===== config.mk =====
export PLATFORM = sky130hd
export DESIGN_NAME = id_stage
export DESIGN_NICKNAME = d
export VERILOG_FILES = /design/src/common/id_pkg.sv /design/src/decode/inst_decoder.sv /design/src/reg_file.sv /design/src/operand_bypass.sv /design/src/branch_unit.sv /design/src/stage_reg.sv /design/src/id_stage.sv
export SDC_FILE = /design/constraint.sdc
export NUM_CORES = 2
export LEC_CHECK = 0
export BUFFER_PORTS_ARGS = -buffer_cell sky130_fd_sc_hd__buf_2
export CORE_MARGIN = 10
export CORE_UTILIZATION = 45
export DETAILED_ROUTE_END_ITERATION = 16
export GPL_ROUTABILITY_DRIVEN = 0
export MAX_ROUTING_LAYER = met4
export PLACE_DENSITY = 0.71
export SETUP_SLACK_MARGIN = 0.5
export SLEW_MARGIN = 30
export SYNTH_ARGS = -nofsm -noshare
export SYNTH_HDL_FRONTEND = slang
export SYNTH_HIERARCHICAL = 1
export SYNTH_SLANG_ARGS = --single-unit

===== constraint.sdc =====
create_clock -name clk_i -period 2.62 [get_ports clk_i]
set_input_delay 0.262 -clock clk_i [delete_from_list [all_inputs] [get_ports clk_i]]
set_output_delay 0.262 -clock clk_i [all_outputs]
set_load 0.01 [all_outputs]

===== src/common/id_pkg.sv =====
package id_pkg;

    localparam int XLEN       = 32;
    localparam int REG_ADDR_W = 5;
    localparam int NUM_REGS   = 32;
    localparam int LINK_REG   = 31;
    localparam int IMM_W      = 16;  // i-type immediate field
    localparam int JUMP_IDX_W = 26;  // j-type index field

    // primary opcodes, inst[31:26]
    localparam logic [5:0] OP_SPECIAL = 6'b000000;
    localparam logic [5:0] OP_J       = 6'b000010;
    localparam logic [5:0] OP_JAL     = 6'b000011;
    localparam logic [5:0] OP_ANDI    = 6'b001100;
    localparam logic [5:0] OP_ORI     = 6'b001101;
    localparam logic [5:0] OP_XORI    = 6'b001110;
    localparam logic [5:0] OP_LUI     = 6'b001111;

    // function codes under OP_SPECIAL, inst[5:0]
    localparam logic [5:0] FN_SLL  = 6'b000000;
    localparam logic [5:0] FN_SRL  = 6'b000010;
    localparam logic [5:0] FN_SRA  = 6'b000011;
    localparam logic [5:0] FN_SLLV = 6'b000100;
    localparam logic [5:0] FN_SRLV = 6'b000110;
    localparam logic [5:0] FN_SRAV = 6'b000111;
    localparam logic [5:0] FN_JR   = 6'b001000;
    localparam logic [5:0] FN_JALR = 6'b001001;
    localparam logic [5:0] FN_AND  = 6'b100100;
    localparam logic [5:0] FN_OR   = 6'b100101;
    localparam logic [5:0] FN_XOR  = 6'b100110;
    localparam logic [5:0] FN_NOR  = 6'b100111;

    typedef logic [XLEN-1:0]       word_t;
    typedef logic [REG_ADDR_W-1:0] reg_addr_t;

    typedef enum logic [3:0] {
        ALUOP_NOP, ALUOP_AND, ALUOP_OR, ALUOP_XOR, ALUOP_NOR,
        ALUOP_SLL, ALUOP_SRL, ALUOP_SRA, ALUOP_JR, ALUOP_JALR
    } aluop_e;

    typedef enum logic [2:0] {
        ALUSEL_NOP, ALUSEL_LOGIC, ALUSEL_SHIFT, ALUSEL_JUMP
    } alusel_e;

    typedef struct packed {
        aluop_e                  aluop;
        alusel_e                 alusel;
        logic                    re1;
        logic                    re2;
        reg_addr_t               raddr1;
        reg_addr_t               raddr2;
        logic                    we;
        reg_addr_t               waddr;
        word_t                   imm;
        logic                    is_jump;
        logic                    jump_reg;    // target taken from operand 1
        logic                    link;        // writes the return address
        logic [JUMP_IDX_W-1:0]   jump_index;
        logic                    illegal;
    } dec_ctrl_t;

    typedef struct packed {
        logic      we;
        reg_addr_t waddr;
        word_t     wdata;
    } fwd_t;

    typedef struct packed {
        aluop_e    aluop;
        alusel_e   alusel;
        word_t     op1;
        word_t     op2;
        logic      we;
        reg_addr_t waddr;
        word_t     return_addr;
        logic      illegal;
    } ex_bundle_t;

    typedef struct packed {
        word_t target;
    } redirect_t;

endpackage


===== src/decode/inst_decoder.sv =====
`timescale 1ns/1ps

module inst_decoder (
    input  id_pkg::word_t     inst_i,
    output id_pkg::dec_ctrl_t ctrl_o
);

    logic [5:0]              op;
    id_pkg::reg_addr_t       rs;
    id_pkg::reg_addr_t       rt;
    id_pkg::reg_addr_t       rd;
    logic [4:0]              sa;
    logic [5:0]              funct;
    logic [id_pkg::IMM_W-1:0] imm16;

    logic legal;
    logic rr_op;  // rd <- rs op rt
    logic sh_op;  // rd <- rt shifted by sa

    assign op    = inst_i[31:26];
    assign rs    = inst_i[25:21];
    assign rt    = inst_i[20:16];
    assign rd    = inst_i[15:11];
    assign sa    = inst_i[10:6];
    assign funct = inst_i[5:0];
    assign imm16 = inst_i[15:0];

    always_comb begin
        // r-type defaults
        ctrl_o            = '0;
        ctrl_o.aluop      = id_pkg::ALUOP_NOP;
        ctrl_o.alusel     = id_pkg::ALUSEL_NOP;
        ctrl_o.raddr1     = rs;
        ctrl_o.raddr2     = rt;
        ctrl_o.waddr      = rd;
        ctrl_o.jump_index = inst_i[id_pkg::JUMP_IDX_W-1:0];
        legal             = 1'b0;
        rr_op             = 1'b0;
        sh_op             = 1'b0;

        case (op)
            id_pkg::OP_SPECIAL: begin
                case (funct)
                    id_pkg::FN_AND: begin
                        ctrl_o.aluop  = id_pkg::ALUOP_AND;
                        ctrl_o.alusel = id_pkg::ALUSEL_LOGIC;
                        rr_op         = 1'b1;
                    end
                    id_pkg::FN_OR: begin
                        ctrl_o.aluop  = id_pkg::ALUOP_OR;
                        ctrl_o.alusel = id_pkg::ALUSEL_LOGIC;
                        rr_op         = 1'b1;
                    end
                    id_pkg::FN_XOR: begin
                        ctrl_o.aluop  = id_pkg::ALUOP_XOR;
                        ctrl_o.alusel = id_pkg::ALUSEL_LOGIC;
                        rr_op         = 1'b1;
                    end
                    id_pkg::FN_NOR: begin
                        ctrl_o.aluop  = id_pkg::ALUOP_NOR;
                        ctrl_o.alusel = id_pkg::ALUSEL_LOGIC;
                        rr_op         = 1'b1;
                    end
                    id_pkg::FN_SLLV, id_pkg::FN_SLL: begin
                        ctrl_o.aluop  = id_pkg::ALUOP_SLL;
                        ctrl_o.alusel = id_pkg::ALUSEL_SHIFT;
                        rr_op         = (funct == id_pkg::FN_SLLV);
                        sh_op         = (funct == id_pkg::FN_SLL);
                    end
                    id_pkg::FN_SRLV, id_pkg::FN_SRL: begin
                        ctrl_o.aluop  = id_pkg::ALUOP_SRL;
                        ctrl_o.alusel = id_pkg::ALUSEL_SHIFT;
                        rr_op         = (funct == id_pkg::FN_SRLV);
                        sh_op         = (funct == id_pkg::FN_SRL);
                    end
                    id_pkg::FN_SRAV, id_pkg::FN_SRA: begin
                        ctrl_o.aluop  = id_pkg::ALUOP_SRA;
                        ctrl_o.alusel = id_pkg::ALUSEL_SHIFT;
                        rr_op         = (funct == id_pkg::FN_SRAV);
                        sh_op         = (funct == id_pkg::FN_SRA);
                    end
                    id_pkg::FN_JR, id_pkg::FN_JALR: begin
                        ctrl_o.aluop    = (funct == id_pkg::FN_JR) ? id_pkg::ALUOP_JR
                                                                   : id_pkg::ALUOP_JALR;
                        ctrl_o.alusel   = id_pkg::ALUSEL_JUMP;
                        ctrl_o.re1      = 1'b1;  // target in rs
                        ctrl_o.is_jump  = 1'b1;
                        ctrl_o.jump_reg = 1'b1;
                        ctrl_o.link     = (funct == id_pkg::FN_JALR);
                        ctrl_o.we       = (funct == id_pkg::FN_JALR);
                        legal           = (sa == '0);
                    end
                    default: ;
                endcase
                if (rr_op && sa == '0) begin
                    ctrl_o.re1 = 1'b1;
                    ctrl_o.re2 = 1'b1;
                    ctrl_o.we  = 1'b1;
                    legal      = 1'b1;
                end
                if (sh_op && rs == '0) begin
                    ctrl_o.re1    = 1'b1;
                    ctrl_o.raddr1 = rt;  // shifted value comes from rt
                    ctrl_o.imm    = {{(id_pkg::XLEN-5){1'b0}}, sa};
                    ctrl_o.we     = 1'b1;
                    legal         = 1'b1;
                end
            end
            id_pkg::OP_ORI, id_pkg::OP_ANDI, id_pkg::OP_XORI: begin
                ctrl_o.aluop  = (op == id_pkg::OP_ORI)  ? id_pkg::ALUOP_OR  :
                                (op == id_pkg::OP_ANDI) ? id_pkg::ALUOP_AND :
                                                          id_pkg::ALUOP_XOR;
                ctrl_o.alusel = id_pkg::ALUSEL_LOGIC;
                ctrl_o.re1    = 1'b1;
                ctrl_o.imm    = {{(id_pkg::XLEN-id_pkg::IMM_W){1'b0}}, imm16};
                ctrl_o.we     = 1'b1;
                ctrl_o.waddr  = rt;
                legal         = 1'b1;
            end
            id_pkg::OP_LUI: begin
                ctrl_o.aluop  = id_pkg::ALUOP_OR;  // imm | imm
                ctrl_o.alusel = id_pkg::ALUSEL_LOGIC;
                ctrl_o.imm    = {imm16, {(id_pkg::XLEN-id_pkg::IMM_W){1'b0}}};
                ctrl_o.we     = 1'b1;
                ctrl_o.waddr  = rt;
                legal         = 1'b1;
            end
            id_pkg::OP_J, id_pkg::OP_JAL: begin
                ctrl_o.aluop   = (op == id_pkg::OP_J) ? id_pkg::ALUOP_JR : id_pkg::ALUOP_JALR;
                ctrl_o.alusel  = id_pkg::ALUSEL_JUMP;
                ctrl_o.is_jump = 1'b1;
                ctrl_o.link    = (op == id_pkg::OP_JAL);
                ctrl_o.we      = (op == id_pkg::OP_JAL);  // link reg picked later
                legal          = 1'b1;
            end
            default: ;
        endcase

        // unknown encoding, squash every side effect
        if (!legal) begin
            ctrl_o.aluop    = id_pkg::ALUOP_NOP;
            ctrl_o.alusel   = id_pkg::ALUSEL_NOP;
            ctrl_o.re1      = 1'b0;
            ctrl_o.re2      = 1'b0;
            ctrl_o.we       = 1'b0;
            ctrl_o.is_jump  = 1'b0;
            ctrl_o.jump_reg = 1'b0;
            ctrl_o.link     = 1'b0;
        end
        ctrl_o.illegal = !legal;
    end

    illegal_no_write_a: assert final (!(ctrl_o.illegal && ctrl_o.we));

endmodule


===== src/reg_file.sv =====
`timescale 1ns/1ps

module reg_file (
    input  logic              clk_i,
    input  logic              rst_n_i,
    input  logic              we_i,
    input  id_pkg::reg_addr_t waddr_i,
    input  id_pkg::word_t     wdata_i,
    input  id_pkg::reg_addr_t raddr1_i,
    input  id_pkg::reg_addr_t raddr2_i,
    output id_pkg::word_t     rdata1_o,
    output id_pkg::word_t     rdata2_o
);

    id_pkg::word_t regs [id_pkg::NUM_REGS];

    always_ff @(posedge clk_i or negedge rst_n_i) begin
        if (!rst_n_i) begin
            for (int i = 0; i < id_pkg::NUM_REGS; i++) begin
                regs[i] <= '0;
            end
        end else if (we_i && waddr_i != '0) begin  // $0 is hardwired
            regs[waddr_i] <= wdata_i;
        end
    end

    // old value on a same-cycle write, mem forward covers it
    assign rdata1_o = regs[raddr1_i];
    assign rdata2_o = regs[raddr2_i];

    zero_reg_stable_a: assert property (
        @(posedge clk_i) disable iff (!rst_n_i)
        (we_i && waddr_i == '0) |=> $stable(regs[0])
    );

endmodule


===== src/operand_bypass.sv =====
`timescale 1ns/1ps

module operand_bypass (
    input  logic              re_i,
    input  id_pkg::reg_addr_t raddr_i,
    input  id_pkg::word_t     rf_data_i,
    input  id_pkg::word_t     imm_i,
    input  id_pkg::fwd_t      ex_fwd_i,
    input  id_pkg::fwd_t      mem_fwd_i,
    output id_pkg::word_t     operand_o
);

    logic ex_hit;
    logic mem_hit;

    // a forward to $0 never matches
    assign ex_hit  = ex_fwd_i.we && ex_fwd_i.waddr == raddr_i && ex_fwd_i.waddr != '0;
    assign mem_hit = mem_fwd_i.we && mem_fwd_i.waddr == raddr_i && mem_fwd_i.waddr != '0;

    always_comb begin
        if (!re_i) begin
            operand_o = imm_i;
        end else if (ex_hit) begin  // youngest result wins
            operand_o = ex_fwd_i.wdata;
        end else if (mem_hit) begin
            operand_o = mem_fwd_i.wdata;
        end else begin
            operand_o = rf_data_i;
        end
    end

endmodule


===== src/branch_unit.sv =====
`timescale 1ns/1ps

module branch_unit (
    input  id_pkg::dec_ctrl_t ctrl_i,
    input  id_pkg::word_t     pc_i,
    input  id_pkg::word_t     op1_i,
    output id_pkg::redirect_t target_o,
    output id_pkg::word_t     return_addr_o,
    output id_pkg::reg_addr_t waddr_o
);

    logic use_link_reg;

    // pc is word addressed, skip the next slot
    assign return_addr_o = pc_i + id_pkg::word_t'(2);

    assign target_o.target = ctrl_i.jump_reg ? op1_i
                           : {{(id_pkg::XLEN-id_pkg::JUMP_IDX_W){1'b0}}, ctrl_i.jump_index};

    // jal always, jalr only when rd is $0
    assign use_link_reg = ctrl_i.link && !(ctrl_i.jump_reg && ctrl_i.waddr != '0);

    assign waddr_o = use_link_reg ? id_pkg::reg_addr_t'(id_pkg::LINK_REG) : ctrl_i.waddr;

endmodule


===== src/stage_reg.sv =====
`timescale 1ns/1ps

module stage_reg #(
    parameter type payload_t = logic
) (
    input  logic     clk_i,
    input  logic     rst_n_i,
    input  logic     valid_i,
    input  payload_t data_i,
    output logic     valid_o,
    output payload_t data_o
);

    always_ff @(posedge clk_i or negedge rst_n_i) begin
        if (!rst_n_i) begin
            valid_o <= 1'b0;
        end else begin
            valid_o <= valid_i;  // one pulse per strobe
        end
    end

    always_ff @(posedge clk_i) begin
        if (valid_i) begin
            data_o <= data_i;  // held while idle
        end
    end

    pulse_per_strobe_a: assert property (
        @(posedge clk_i) disable iff (!rst_n_i)
        (valid_o && $past(valid_o)) |-> ($past(valid_i) && $past(valid_i, 2))
    );

endmodule


===== src/id_stage.sv =====
`timescale 1ns/1ps

module id_stage (
    input  logic               clk_i,
    input  logic               rst_n_i,
    input  logic               inst_valid_i,
    input  id_pkg::word_t      pc_i,
    input  id_pkg::word_t      inst_i,
    input  id_pkg::fwd_t       ex_fwd_i,
    input  id_pkg::fwd_t       mem_fwd_i,
    input  logic               wb_valid_i,
    input  id_pkg::reg_addr_t  wb_waddr_i,
    input  id_pkg::word_t      wb_wdata_i,
    output logic               ex_valid_o,
    output id_pkg::ex_bundle_t ex_bundle_o,
    output logic               redirect_valid_o,
    output id_pkg::redirect_t  redirect_o
);

    id_pkg::dec_ctrl_t  ctrl;
    id_pkg::word_t      rf_rdata1;
    id_pkg::word_t      rf_rdata2;
    id_pkg::word_t      op1;
    id_pkg::word_t      op2;
    id_pkg::redirect_t  target;
    id_pkg::word_t      return_addr;
    id_pkg::reg_addr_t  waddr;
    id_pkg::ex_bundle_t bundle_d;
    logic               redirect_valid_d;

    inst_decoder u_decoder (
        .inst_i (inst_i),
        .ctrl_o (ctrl)
    );

    reg_file u_reg_file (
        .clk_i    (clk_i),
        .rst_n_i  (rst_n_i),
        .we_i     (wb_valid_i),
        .waddr_i  (wb_waddr_i),
        .wdata_i  (wb_wdata_i),
        .raddr1_i (ctrl.raddr1),
        .raddr2_i (ctrl.raddr2),
        .rdata1_o (rf_rdata1),
        .rdata2_o (rf_rdata2)
    );

    operand_bypass u_bypass1 (
        .re_i      (ctrl.re1),
        .raddr_i   (ctrl.raddr1),
        .rf_data_i (rf_rdata1),
        .imm_i     (ctrl.imm),
        .ex_fwd_i  (ex_fwd_i),
        .mem_fwd_i (mem_fwd_i),
        .operand_o (op1)
    );

    operand_bypass u_bypass2 (
        .re_i      (ctrl.re2),
        .raddr_i   (ctrl.raddr2),
        .rf_data_i (rf_rdata2),
        .imm_i     (ctrl.imm),
        .ex_fwd_i  (ex_fwd_i),
        .mem_fwd_i (mem_fwd_i),
        .operand_o (op2)
    );

    branch_unit u_branch (
        .ctrl_i        (ctrl),
        .pc_i          (pc_i),
        .op1_i         (op1),      // jr target, already forwarded
        .target_o      (target),
        .return_addr_o (return_addr),
        .waddr_o       (waddr)
    );

    assign bundle_d.aluop       = ctrl.aluop;
    assign bundle_d.alusel      = ctrl.alusel;
    assign bundle_d.op1         = op1;
    assign bundle_d.op2         = op2;
    assign bundle_d.we          = ctrl.we;
    assign bundle_d.waddr       = waddr;
    assign bundle_d.return_addr = return_addr;
    assign bundle_d.illegal     = ctrl.illegal;

    assign redirect_valid_d = inst_valid_i && ctrl.is_jump;

    stage_reg #(.payload_t(id_pkg::ex_bundle_t)) u_ex_reg (
        .clk_i   (clk_i),
        .rst_n_i (rst_n_i),
        .valid_i (inst_valid_i),
        .data_i  (bundle_d),
        .valid_o (ex_valid_o),
        .data_o  (ex_bundle_o)
    );

    stage_reg #(.payload_t(id_pkg::redirect_t)) u_redirect_reg (
        .clk_i   (clk_i),
        .rst_n_i (rst_n_i),
        .valid_i (redirect_valid_d),
        .data_i  (target),
        .valid_o (redirect_valid_o),
        .data_o  (redirect_o)
    );

endmodule


==> metrics.log <==
[metrics] root buf cell: sky130_fd_sc_hd__clkbuf_16
[metrics] Die ar.: 159000 sq um
[metrics] fin crit period: 3310 ps
[metrics] number of hold violations in the final report: 0
[metrics] clock-pin slew on the worst setup and hold paths: 60 ps
[metrics] nature of the critical path startpoint: input port
[metrics] residual antenna-violating net count after detailed routing: 0
[metrics] depth of the CTS H-tree: 3
[metrics] number of nets in the layout: 6088
[metrics] Worst setup EP type: flop
[metrics] yosys warns: 6
[metrics] final standard cell utilization of the core: 0.562
[metrics] portion of netlist area occupied by mux cells: 0.349
[metrics] max-capacitance violation count: 0
[metrics] final critical-path setup slack: -687 ps
[metrics] cell type with the highest aggregate area in the netlist: sky130_fd_sc_hd__dfrtp_1
[metrics] total routing usage reported by global routing: 0.283
[metrics] peak clock frequency supported by timing: 302 MHz
[metrics] flip-flop and latch count after synthesis: 1168
[metrics] CTS tree: done
[metrics] total via count after detailed routing: 50100
[metrics] pin count of the biggest net entering global routing: 108
[metrics] Pins Over Slew Limit: 0
[metrics] mean post-synth cell area: 12.2 sq um
[metrics] crit share post-route: 1.26
[metrics] number of buffers inserted by port buffering: 324
[metrics] number of design-rule violations left by the first detailed-router iteration: 5369
[metrics] placeable core region: 142000 sq um
[metrics] sequential cell area in the final layout: 29900 sq um
[metrics] antenna violations before repair: 24
[metrics] Unique masters post-synth: 66
[metrics] Hold Crit Class: in -> reg
[metrics] async set-reset flop share out of synthesis: 0.878
[metrics] worst path arrival time: 3810 ps
[metrics] number of enable flip-flop cells after synthesis: 142
[metrics] overall die height: 399 um
[metrics] flip-flop cell with the highest count after synthesis: sky130_fd_sc_hd__dfrtp_1
[metrics] number of buffers created by CTS: 115
[metrics] number of remaining DRC errors: 0
[metrics] worst hold slack after final layout: 29.4 ps
[metrics] leading cell types by count after synthesis: sky130_fd_sc_hd__mux2_2 (1048), sky130_fd_sc_hd__dfrtp_1 (1026), sky130_fd_sc_hd__mux2i_1 (1025)
[metrics] number of nets in the synthesized netlist: 5467
[metrics] layout cells sized above 1: 0.405
[metrics] number of primary I/O pins: 325
[metrics] gr ovfl total: 0
[metrics] unrepaired setup endpoints after global routing: yes
[metrics] synthesized-area fraction occupied by ao, oa, aoi and oai cells: 0.0757
[metrics] adder-cell share of the synthesized area: 0.000194
[metrics] maximum fanout along the worst path: 27
[metrics] Max rail drop VDD: 558 uV
[metrics] drt first pass iters: 6
[metrics] post-place setup slack: -1450 ps
[metrics] top cells by area in the synthesized netlist: sky130_fd_sc_hd__dfrtp_1 (40%), sky130_fd_sc_hd__mux2_2 (18%), sky130_fd_sc_hd__mux2i_1 (16%), sky130_fd_sc_hd__edfxtp_1 (6.6%), sky130_fd_sc_hd__a22oi_1 (2.2%)
[metrics] sum of routed wire length over all layers: 231000 um
[metrics] worst-skew pair later-pin latency: 740 ps
[metrics] endpoint required time on the critical path: 3120 ps
[metrics] failing checks: negative setup slack
[metrics] first-pass GRT wire length: 334000 um
[metrics] actual transition at the worst max-transition pin: 967 ps
[metrics] Setup-failing EPs final: 64
[metrics] share of Yosys cell area claimed by the top area cell type: 0.398
[metrics] run status: finished with violations
[metrics] Static Leakage: 36.8 nW
[metrics] worst rel slew slack: 0.355
[metrics] area used by multi-input combinational logic: 32900 sq um
[metrics] number of sinks handled by clock tree synthesis: 1168
[metrics] horizontal die dimension: 399 um
[metrics] sum of net half-perimeters after detailed placement: 143000 um
[metrics] most numerous cell in the Yosys netlist: sky130_fd_sc_hd__mux2_2
[metrics] number of cells produced by synthesis: 5285
[metrics] Routed WL per cell: 29.2 um
[metrics] maximum buffer depth of the clock tree: 3
[metrics] portion of the post-synthesis area used by sequential elements: 0.464
[metrics] Post-Synth XOR/XNOR Area: 0.00638
[metrics] effective utilization at floorplan: 0.455
[metrics] share of synthesized cell area in and, or, nand and nor gates: 0.0580
[metrics] CP Class: in -> reg
[metrics] Layout Skew: 37.1 ps
[metrics] total power per unit cell area: 657 nW/um^2
[metrics] Layout area overhead: 23.6%
[metrics] vias in the first global route: 50400
[metrics] drt via density: 6.33
[metrics] dominant combinational cell family by area after synthesis: multiplexers
[metrics] Syn Std Cell Area: 64500 sq um
[metrics] fill cell total of the finished layout: 11200
[metrics] num rows: 138
-- report_power, final --
group	switching (W)	leakage (nW)	internal, W
sequential	0.00251	14.5	0.0215
clock	0.00743	1.89	0.00967
combinational	0.00535	20.4	0.00600
total	0.0153	36.8	0.0371
-- through the flow --
step	cells	power [W]	TNS [ps]	area (sq um)
after floorplan	5285	0.0304	-36920	65100
after global placement	7415	0.0336	-92830	70700
after detailed placement	7415	0.0341	-94110	70700
after CTS	7822	0.0518	-20930	78000
after global routing	7913	0.0544	-37570	79700
final	7917	0.0524	-34560	79700
-- state kept, by name (all words and copies together), names as in the netlist --
name,cells
u_redirect_reg/valid_o,1
u_ex_reg/data_o,110
u_ex_reg/valid_o,1
u_reg_file/regs,1024
u_redirect_reg/data_o,32
-- timing repair --
item / in CTS / in global routing
cloned: 18 / 12
hold buffers: 96 / 0
setup endpoints to repair: 96 / 101
pin swaps: 104 / 136
endpoints found under the hold margin: 578 / 0
resized for setup: 254 / 175
setup buffers: 78 / 60
-- worst max-delay path, cell delays in order --
cell and delay [ps]:
sky130_fd_sc_hd__buf_4 140, sky130_fd_sc_hd__nor4_4 290, sky130_fd_sc_hd__nand2_2 130, sky130_fd_sc_hd__nor3_4 240, sky130_fd_sc_hd__buf_6 150, sky130_fd_sc_hd__buf_4 100
sky130_fd_sc_hd__a21o_4 150, sky130_fd_sc_hd__nor2b_4 290, sky130_fd_sc_hd__buf_12 230, sky130_fd_sc_hd__buf_16 220, sky130_fd_sc_hd__a22o_1 150, sky130_fd_sc_hd__nor3_1 60
sky130_fd_sc_hd__a31oi_1 180, sky130_fd_sc_hd__nand3_1 210, sky130_fd_sc_hd__mux2_4 340, sky130_fd_sc_hd__a221o_1 350, sky130_fd_sc_hd__mux2_4 260
-- layer usage --
metal | GRT usage | part of all wire | up-vias
met1 | 0.350 | 0.39 | 25500
met5 | - | 0 | -
met2 | 0.432 | 0.45 | 3005
met4 | 0.153 | 0.058 | 0
met3 | 0.0619 | 0.10 | 743
li1 | - | - | 20800
-- layout make-up --
class | instances | area share
Antenna cell | 23 | 0.000722
Clock buffer | 157 | 0.0412
Clock inverter | 58 | 0.00728
Inverter | 5 | 0.000235
Multi-Input combinational cell | 3566 | 0.412
Sequential cell | 1168 | 0.375
Tap cell | 1890 | 0.0297
Timing Repair Buffer | 1050 | 0.133
-- final timing paths --
check | slack, ps | depth (start not counted) | start | to
worst max-delay path | -690 | 17 | inst_i[31] | u_redirect_reg/data_o[4]
worst min-delay path | 30 | 3 | mem_fwd_i[28] | u_ex_reg/data_o[67]
worst max register to register | 100 | 9 | u_reg_file/regs[838] | u_redirect_reg/data_o[6]
worst min register to register | 400 | 0 | u_reg_file/regs[1017] | u_reg_file/regs[1017]
max in group asynchronous | 1500 | 3 | rst_n_i | u_reg_file/regs[787]
min in group asynchronous | 50 | 2 | rst_n_i | u_reg_file/regs[675]
-- cells in the final DEF, fill, tap and decap left out, types with 142 or more instances in the layout --
master,count
sky130_fd_sc_hd__a22oi_1,186
sky130_fd_sc_hd__buf_2,316
sky130_fd_sc_hd__nand3_1,177
sky130_fd_sc_hd__edfxtp_1,142
sky130_fd_sc_hd__a21oi_1,194
sky130_fd_sc_hd__buf_12,159
sky130_fd_sc_hd__mux2_2,987
sky130_fd_sc_hd__mux2i_1,996
sky130_fd_sc_hd__buf_4,337
sky130_fd_sc_hd__nand2_1,211
sky130_fd_sc_hd__dfrtp_1,1026
-- cell families after synthesis --
logic type | count (synthesis)
other cells | 1
simple gates | 723
compound gates | 682
flops | 1168
buf+inv | 551
mux | 2112
fa+ha+maj | 1
xor+xnor | 47
Note: power is estimated with default switching activity, not from simulation.
